===== src/hw/reg_bus_pkg.sv =====
/*
  Register bus widths shared by master, demux and slaves.
  Full-word accesses only, so there are no byte enables.
*/

`default_nettype none

package reg_bus_pkg;

  localparam int unsigned ADDR_W = 32;
  localparam int unsigned DATA_W = 32;

  // Byte address as issued by the master
  typedef logic [ADDR_W-1:0] addr_t;

  // Read and write data word
  typedef logic [DATA_W-1:0] data_t;

endpackage

`default_nettype wire


===== src/hw/ext_periph_pkg.sv =====
/*
  External peripheral address map and slave constants.
  Windows must not overlap. SLOW_RAM_WAIT must be 2 or more.
*/

`default_nettype none

package ext_periph_pkg;

  typedef logic [6:0] word_idx_t;
  typedef logic [0:0] slave_idx_t;

  localparam slave_idx_t SLOW_RAM_IDX = 1'b0;
  localparam slave_idx_t GPIO_CNT_IDX = 1'b1;
  localparam int unsigned NUM_SLAVES = 2;

  localparam reg_bus_pkg::addr_t SLOW_RAM_BASE = 32'h0000_0000;
  localparam reg_bus_pkg::addr_t SLOW_RAM_SIZE = 32'h0000_0200;
  localparam reg_bus_pkg::addr_t GPIO_CNT_BASE = 32'h0000_1000;
  localparam reg_bus_pkg::addr_t GPIO_CNT_SIZE = 32'h0000_0010;

  // Slow memory geometry and answer latency in cycles
  localparam int unsigned SLOW_RAM_WORDS = 128;
  localparam int unsigned SLOW_RAM_WAIT = 4;

  // Counter register offsets inside its window
  localparam reg_bus_pkg::addr_t GPIO_CNT_OFS_COUNT = 32'h0000_0000;
  localparam reg_bus_pkg::addr_t GPIO_CNT_OFS_MAX = 32'h0000_0004;
  localparam reg_bus_pkg::data_t GPIO_CNT_MAX_RESET = 32'd2048;

endpackage

`default_nettype wire


===== src/hw/ext_periph_demux.sv =====
/*
  Combinational register bus demux. Slaves see the offset inside their window.
  Unmapped addresses get an immediate error reply with zero data.
*/

`timescale 1ns/1ps
`default_nettype none

module ext_periph_demux (
  input  wire logic               req_valid_i,
  input  wire logic               req_write_i,
  input  wire reg_bus_pkg::addr_t req_addr_i,
  input  wire reg_bus_pkg::data_t req_wdata_i,
  output logic                    rsp_ready_o,
  output reg_bus_pkg::data_t      rsp_rdata_o,
  output logic                    rsp_error_o,

  output logic                    ram_valid_o,
  output logic                    ram_write_o,
  output reg_bus_pkg::addr_t      ram_addr_o,
  output reg_bus_pkg::data_t      ram_wdata_o,
  input  wire logic               ram_ready_i,
  input  wire reg_bus_pkg::data_t ram_rdata_i,

  output logic                    cnt_valid_o,
  output logic                    cnt_write_o,
  output reg_bus_pkg::addr_t      cnt_addr_o,
  output reg_bus_pkg::data_t      cnt_wdata_o,
  input  wire logic               cnt_ready_i,
  input  wire reg_bus_pkg::data_t cnt_rdata_i
);

  reg_bus_pkg::addr_t ram_ofs;
  reg_bus_pkg::addr_t cnt_ofs;
  logic [ext_periph_pkg::NUM_SLAVES-1:0] hit;
  ext_periph_pkg::slave_idx_t sel;
  logic mapped;

  // Unsigned offset compare covers both window bounds
  assign ram_ofs = req_addr_i - ext_periph_pkg::SLOW_RAM_BASE;
  assign cnt_ofs = req_addr_i - ext_periph_pkg::GPIO_CNT_BASE;

  always_comb begin
    hit = '0;
    hit[ext_periph_pkg::SLOW_RAM_IDX] = ram_ofs < ext_periph_pkg::SLOW_RAM_SIZE;
    hit[ext_periph_pkg::GPIO_CNT_IDX] = cnt_ofs < ext_periph_pkg::GPIO_CNT_SIZE;
    sel = hit[ext_periph_pkg::GPIO_CNT_IDX] ? ext_periph_pkg::GPIO_CNT_IDX
                                            : ext_periph_pkg::SLOW_RAM_IDX;
  end

  assign mapped = |hit;

  // Only the addressed slave sees valid
  assign ram_valid_o = req_valid_i && mapped && (sel == ext_periph_pkg::SLOW_RAM_IDX);
  assign cnt_valid_o = req_valid_i && mapped && (sel == ext_periph_pkg::GPIO_CNT_IDX);

  assign ram_write_o = req_write_i;
  assign ram_addr_o  = ram_ofs;
  assign ram_wdata_o = req_wdata_i;
  assign cnt_write_o = req_write_i;
  assign cnt_addr_o  = cnt_ofs;
  assign cnt_wdata_o = req_wdata_i;

  always_comb begin
    rsp_ready_o = 1'b0;
    rsp_rdata_o = '0;
    rsp_error_o = 1'b0;
    if (!mapped) begin
      rsp_ready_o = req_valid_i;
      rsp_error_o = req_valid_i;
    end else if (sel == ext_periph_pkg::GPIO_CNT_IDX) begin
      rsp_ready_o = cnt_ready_i;
      rsp_rdata_o = cnt_rdata_i;
    end else begin
      rsp_ready_o = ram_ready_i;
      rsp_rdata_o = ram_rdata_i;
    end
  end

endmodule

`default_nettype wire


===== src/hw/slow_ram.sv =====
/*
  Word memory that answers SLOW_RAM_WAIT cycles after valid rises.
  Address bits 8:2 select the word. Contents are undefined after power-up.
*/

`timescale 1ns/1ps
`default_nettype none

module slow_ram (
  input  wire logic               clk_i,
  input  wire logic               rst_n_i,
  input  wire logic               valid_i,
  input  wire logic               write_i,
  input  wire reg_bus_pkg::addr_t addr_i,
  input  wire reg_bus_pkg::data_t wdata_i,
  output logic                    ready_o,
  output reg_bus_pkg::data_t      rdata_o
);

  localparam int unsigned WAIT_W = $clog2(ext_periph_pkg::SLOW_RAM_WAIT);

  reg_bus_pkg::data_t mem_q [ext_periph_pkg::SLOW_RAM_WORDS];
  reg_bus_pkg::data_t rdata_q;
  ext_periph_pkg::word_idx_t word_idx;
  logic [WAIT_W-1:0] wait_q;
  logic ready_q;
  logic last_wait;
  logic access;

  assign word_idx  = addr_i[8:2];
  assign last_wait = wait_q == WAIT_W'(ext_periph_pkg::SLOW_RAM_WAIT - 1);

  // Pending transfer on its final wait cycle
  assign access = valid_i && !ready_q && last_wait;

  always_ff @(posedge clk_i) begin
    if (!rst_n_i) begin
      wait_q  <= '0;
      ready_q <= 1'b0;
    end else begin
      ready_q <= 1'b0;
      if (valid_i && !ready_q) begin
        if (last_wait) begin
          wait_q  <= '0;
          ready_q <= 1'b1;
        end else begin
          wait_q <= wait_q + WAIT_W'(1);
        end
      end else begin
        wait_q <= '0;
      end
    end
  end

  always_ff @(posedge clk_i) begin
    if (access) begin
      if (write_i) begin
        mem_q[word_idx] <= wdata_i;
      end else begin
        rdata_q <= mem_q[word_idx];
      end
    end
  end

  assign ready_o = ready_q;
  assign rdata_o = rdata_q;

endmodule

`default_nettype wire


===== src/hw/gpio_cnt.sv =====
/*
  Counts rising edges of an asynchronous GPIO input, answers bus reads at once.
  gpio_o pulses for one cycle when the count reaches MAX, then counting restarts.
*/

`timescale 1ns/1ps
`default_nettype none

module gpio_cnt (
  input  wire logic               clk_i,
  input  wire logic               rst_n_i,
  input  wire logic               valid_i,
  input  wire logic               write_i,
  input  wire reg_bus_pkg::addr_t addr_i,
  input  wire reg_bus_pkg::data_t wdata_i,
  output logic                    ready_o,
  output reg_bus_pkg::data_t      rdata_o,
  input  wire logic               gpio_i,
  output logic                    gpio_o
);

  // Two sync stages plus one for edge detect
  logic [2:0] gpio_q;
  logic rise;
  reg_bus_pkg::data_t count_q;
  reg_bus_pkg::data_t max_q;
  reg_bus_pkg::data_t count_inc;
  logic sel_count;
  logic sel_max;
  logic pulse_q;

  assign rise      = gpio_q[1] && !gpio_q[2];
  assign count_inc = count_q + 32'd1;
  assign sel_count = addr_i == ext_periph_pkg::GPIO_CNT_OFS_COUNT;
  assign sel_max   = addr_i == ext_periph_pkg::GPIO_CNT_OFS_MAX;

  always_ff @(posedge clk_i) begin
    if (!rst_n_i) begin
      gpio_q  <= '0;
      count_q <= '0;
      max_q   <= ext_periph_pkg::GPIO_CNT_MAX_RESET;
      pulse_q <= 1'b0;
    end else begin
      gpio_q  <= {gpio_q[1:0], gpio_i};
      pulse_q <= 1'b0;
      if (valid_i && write_i && sel_count) begin
        // Clearing wins over a coincident edge
        count_q <= '0;
      end else if (rise) begin
        if (count_inc == max_q) begin
          count_q <= '0;
          pulse_q <= 1'b1;
        end else begin
          count_q <= count_inc;
        end
      end
      if (valid_i && write_i && sel_max) begin
        max_q <= wdata_i;
      end
    end
  end

  assign ready_o = valid_i;

  always_comb begin
    if (sel_count) begin
      rdata_o = count_q;
    end else if (sel_max) begin
      rdata_o = max_q;
    end else begin
      rdata_o = '0;
    end
  end

  assign gpio_o = pulse_q;

endmodule

`default_nettype wire


===== src/hw/ext_periph_top.sv =====
/*
  Register bus subsystem with slow memory and GPIO counter.
  One transfer in flight; the master holds the request until ready.
*/

`timescale 1ns/1ps
`default_nettype none

module ext_periph_top (
  input  wire logic               clk_i,
  input  wire logic               rst_n_i,
  input  wire logic               req_valid_i,
  input  wire logic               req_write_i,
  input  wire reg_bus_pkg::addr_t req_addr_i,
  input  wire reg_bus_pkg::data_t req_wdata_i,
  output logic                    rsp_ready_o,
  output reg_bus_pkg::data_t      rsp_rdata_o,
  output logic                    rsp_error_o,
  input  wire logic               gpio_i,
  output logic                    gpio_o
);

  logic ram_valid;
  logic ram_write;
  reg_bus_pkg::addr_t ram_addr;
  reg_bus_pkg::data_t ram_wdata;
  logic ram_ready;
  reg_bus_pkg::data_t ram_rdata;

  logic cnt_valid;
  logic cnt_write;
  reg_bus_pkg::addr_t cnt_addr;
  reg_bus_pkg::data_t cnt_wdata;
  logic cnt_ready;
  reg_bus_pkg::data_t cnt_rdata;

  ext_periph_demux ext_periph_demux_i (
    .req_valid_i (req_valid_i),
    .req_write_i (req_write_i),
    .req_addr_i  (req_addr_i),
    .req_wdata_i (req_wdata_i),
    .rsp_ready_o (rsp_ready_o),
    .rsp_rdata_o (rsp_rdata_o),
    .rsp_error_o (rsp_error_o),
    .ram_valid_o (ram_valid),
    .ram_write_o (ram_write),
    .ram_addr_o  (ram_addr),
    .ram_wdata_o (ram_wdata),
    .ram_ready_i (ram_ready),
    .ram_rdata_i (ram_rdata),
    .cnt_valid_o (cnt_valid),
    .cnt_write_o (cnt_write),
    .cnt_addr_o  (cnt_addr),
    .cnt_wdata_o (cnt_wdata),
    .cnt_ready_i (cnt_ready),
    .cnt_rdata_i (cnt_rdata)
  );

  slow_ram slow_ram_i (
    .clk_i   (clk_i),
    .rst_n_i (rst_n_i),
    .valid_i (ram_valid),
    .write_i (ram_write),
    .addr_i  (ram_addr),
    .wdata_i (ram_wdata),
    .ready_o (ram_ready),
    .rdata_o (ram_rdata)
  );

  gpio_cnt gpio_cnt_i (
    .clk_i   (clk_i),
    .rst_n_i (rst_n_i),
    .valid_i (cnt_valid),
    .write_i (cnt_write),
    .addr_i  (cnt_addr),
    .wdata_i (cnt_wdata),
    .ready_o (cnt_ready),
    .rdata_o (cnt_rdata),
    .gpio_i  (gpio_i),
    .gpio_o  (gpio_o)
  );

endmodule

`default_nettype wire


===== config.mk =====
export PLATFORM = sky130hd
export DESIGN_NAME = ext_periph_top
export DESIGN_NICKNAME = d
export VERILOG_FILES = /design/src/hw/reg_bus_pkg.sv /design/src/hw/ext_periph_pkg.sv /design/src/hw/ext_periph_demux.sv /design/src/hw/slow_ram.sv /design/src/hw/gpio_cnt.sv /design/src/hw/ext_periph_top.sv
export SDC_FILE = /design/constraint.sdc
export NUM_CORES = 2
export LEC_CHECK = 0
export BUFFER_PORTS_ARGS = -buffer_cell sky130_fd_sc_hd__buf_4
export CAP_MARGIN = 20
export CORE_ASPECT_RATIO = 0.7
export CORE_MARGIN = 2
export CORE_UTILIZATION = 45
export DETAILED_ROUTE_END_ITERATION = 8
export PLACE_DENSITY_LB_ADDON = 0.25
export SLEW_MARGIN = 25
export SYNTH_ARGS = -nofsm -noshare
export SYNTH_HDL_FRONTEND = slang
export SYNTH_SLANG_ARGS = --single-unit

===== constraint.sdc =====
create_clock -name clk_i -period 5.5 [get_ports clk_i]
set_input_delay 0.825 -clock clk_i [delete_from_list [all_inputs] [get_ports clk_i]]
set_output_delay 0.825 -clock clk_i [all_outputs]
set_load 0.01 [all_outputs]

==> flow_summary.ini <==
[clocking]
post_cts_resize_count = 0
root_buffer = clkbuf_16
postCtsHoldBufs = 0
post-cts-setup-buffer-count = 0
cts.path.max_buffers = 4
cts_tree = yes
numCtsBuffers = 378
clk-insertion-delay-late_ns = 0.96
ctsHtreeMaxLevel = 5
clock_sink_count = 4199
clk_pin_slew_worst_paths_ns = 0.07

[detailed_routing]
detail_route.wl_per_cell_um = 36.8
dr_total_vias = 79214
firstDrtPassIters = 7
route.detailed.drc = 0
antenna_violating_nets_post_route = 0
drt-vias-per-instance = 6.37
route.final.wire_length_um = 457000
initial_drc_count = 14253

[logic_synthesis]
synth_seq_area_share_pct = 77.4
synth.yosys.warnings = 0
synth-seq-cells = 4199
dominantRegCellSynth = edfxtp_1
most_frequent_cells_after_synthesis = edfxtp_1, mux4_2, mux2i_1, buf_2, nor2_1
ys_top_cells_by_area = edfxtp_1, mux4_2, mux2i_1, dfxtp_1, buf_2
post-synth-top-area-cell = edfxtp_1
asr_flop_ratio_synth_pct = 0
synth-edff-count = 4128
post-synth-top-count-cell = edfxtp_1
synth_top_area_share_pct = 76.5
synth_area_mm2 = 0.162
number_of_nets_in_the_synthesized_netlist = 6912
synth_cells = 6841
syn-mean-instance-area_um2 = 23.7
count_of_different_cell_masters_after_synthesis = 67

[critical_path]
critical_path.max_stage_delay_ns = 0.56
worst-path-max-fanout = 42
critical-path-top-cell-by-count = buf_4
required_ns = 4.68
crit_path_top_delay_cell = a2111oi_0
worstPathCellList = buf_8 > nor2_1 > nand2_1 > a2111oi_0 > nand4b_2 > buf_4 > o21ai_0 > buf_4
critical_path_class = in2out
startpoint_type = input pin
timing.critical_path.arrival_ns = 3.71
end_kind = primary output

[sta]
period_minus_slack_ns = 4.54
slew_violations = 0
timing.max_slew.rel_slack_pct = 26.2
hold_slack_final_ns = 0.0825
max_slew.worst_pin.slew_ns = 1.09
setup_tns_ns = 0
hold_violations = 0
skew_ns = 0.0740
post-route-worst-setup-slack_ns = 0.960
max_freq_ghz = 0.220
final.period_utilization_pct = 82.5
setup_violations = 0
grt_setup_unrepaired = false

[place]
place_area_mm2 = 0.172
placed_cells_incl_taps = 11728
port-buffer-count = 103
place_hpwl_um = 283000
place_ws_ns = 0.668
gp_congestion = 0.891

[min_path]
hp-class = in2reg

[global_route]
pin_count_of_the_biggest_net_entering_global_routing = 117
grt_pass1_vias = 75369
grtUsageTotal_pct = 24.7
antenna_found_initial = 59
grt_overflow_total = 0
grt_pass1_wl_um = 627000

[floorplan]
die_w_um = 721
coreArea_mm2 = 0.359
dieHeight_um = 506
initial_utilization_pct = 45.2
num_io_pins = 104
rows = 184
die-area_mm2 = 0.365

[final_layout]
syn2layout_area_growth_pct = 13.9
finalInstanceArea_mm2 = 0.185
final_core_util_pct = 51.5
final-instance-count-excl-fill = 12427
fin_nets = 7438
layout-drive-gt1-share_pct = 32.6

[job]
count_of_max_cap_constraint_violations = 0

[power]
total_leakage_power_nw = 56.9
power-per-cell-area_mw_per_mm2 = 353
report.power.total_mw = 65.1
worst_ir_drop_vdd_mv = 0.256

[run_status]
status = completed
## final timing paths
check / start / endpoint / slack [ns] / depth (start not counted)
hold / removal: gpio_i / gpio_cnt_i.gpio_q[0] / 0.08 / 2
setup / recovery: req_addr_i[6] / rsp_rdata_o[28] / 0.96 / 8
setup reg to reg: gpio_cnt_i.count_q[0] / gpio_cnt_i.count_q[12] / 1.75 / 10
hold reg to reg: slow_ram_i.wait_q[0] / slow_ram_i.wait_q[0] / 0.45 / 1
## worst max-delay path: cells and delay by family
family                 cells  cell delay, ns
AND/OR/NAND/NOR            3            0.83
AO/OA/AOI/OAI              2            1.12
buffers and inverters      3            0.73
## placed cells by master, fill, tap and decap left out, types with 7 or more instances in the layout
cell | synthesis | final
clkbuf_1 | 144 | 77
nand3_1 | 28 | 26
diode_2 | 0 | 18
clkinv_2 | 0 | 57
dfxtp_1 | 71 | 71
o211ai_1 | 7 | 7
nor2b_1 | 39 | 39
and2_1 | 7 | 7
xnor2_1 | 46 | 46
o22ai_1 | 59 | 59
clkinv_1 | 0 | 87
buf_4 | 8 | 429
buf_12 | 0 | 93
a22oi_1 | 32 | 32
xor2_1 | 34 | 34
edfxtp_1 | 4128 | 4128
mux2i_1 | 207 | 204
nand2_1 | 104 | 97
nand4_1 | 16 | 16
nor3_2 | 22 | 22
inv_6 | 0 | 12
nor4_1 | 10 | 9
nor2_1 | 164 | 35
nor3_1 | 32 | 32
o31ai_1 | 7 | 7
nand2b_1 | 9 | 7
clkbuf_16 | 0 | 383
mux2_2 | 21 | 21
o311ai_0 | 7 | 7
mux4_2 | 1243 | 1243
bufinv_16 | 0 | 38
o21ai_0 | 70 | 70
nor2_4 | 1 | 130
clkinvlp_4 | 0 | 9
inv_1 | 18 | 18
a21oi_1 | 12 | 12
nand2_2 | 1 | 8
## where the power goes
group / total, mW / internal, mW / leakage [nW] / switching, mW
logic: 3.65 / 1.27 / 13.3 / 2.38
registers: 35.1 / 35.1 / 37.7 / 0.00144
clock network: 26.3 / 14.6 / 5.87 / 11.7
## area by class of cell
| type | instances | area [µm²] |
|---|---|---|
| clock inverter | 214 | 2080 |
| sequential | 4199 | 125000 |
| tap | 4743 | 5930 |
| multi-input combinational | 2237 | 35800 |
| inverter | 18 | 67.6 |
| timing repair buffer | 533 | 5270 |
| clock buffer | 465 | 9940 |
| antenna | 18 | 45.0 |
| fill | 27528 | 174000 |
## layer usage
| layer | global-route usage, % | part of all wire, % | vias to the layer above |
|---|---|---|---|
| met4 | 4.45 | 1.8 | 16 |
| met1 | 38.5 | 41 | 43368 |
| met2 | 34.5 | 43 | 4934 |
| met5 | 0 | 0.024 | - |
| met3 | 8.08 | 14 | 487 |
| li1 | - | - | 30409 |
## flip-flops by register name (all words and copies together) (netlist names)
name                flops
gpio_cnt_i.count_q     32
gpio_cnt_i.gpio_o       1
gpio_cnt_i.gpio_q       3
gpio_cnt_i.max_q       32
slow_ram_i.mem_q     4096
slow_ram_i.rdata_o     32
slow_ram_i.ready_o      1
slow_ram_i.wait_q       2
## logic make-up after synthesis
family                   count (synthesis)  share of synthesized area (%)
flip-flops                            4199                           77.4
multiplexers                          1471                           18.7
AND/OR/NAND/NOR                        473                           1.52
buffers and inverters                  405                           1.10
AO/OA/AOI/OAI                          211                          0.822
XOR/XNOR                                80                          0.433
adder cells (fa/ha/maj)                  2                         0.0154
No activity file was read; power rests on OpenSTA's default activity.
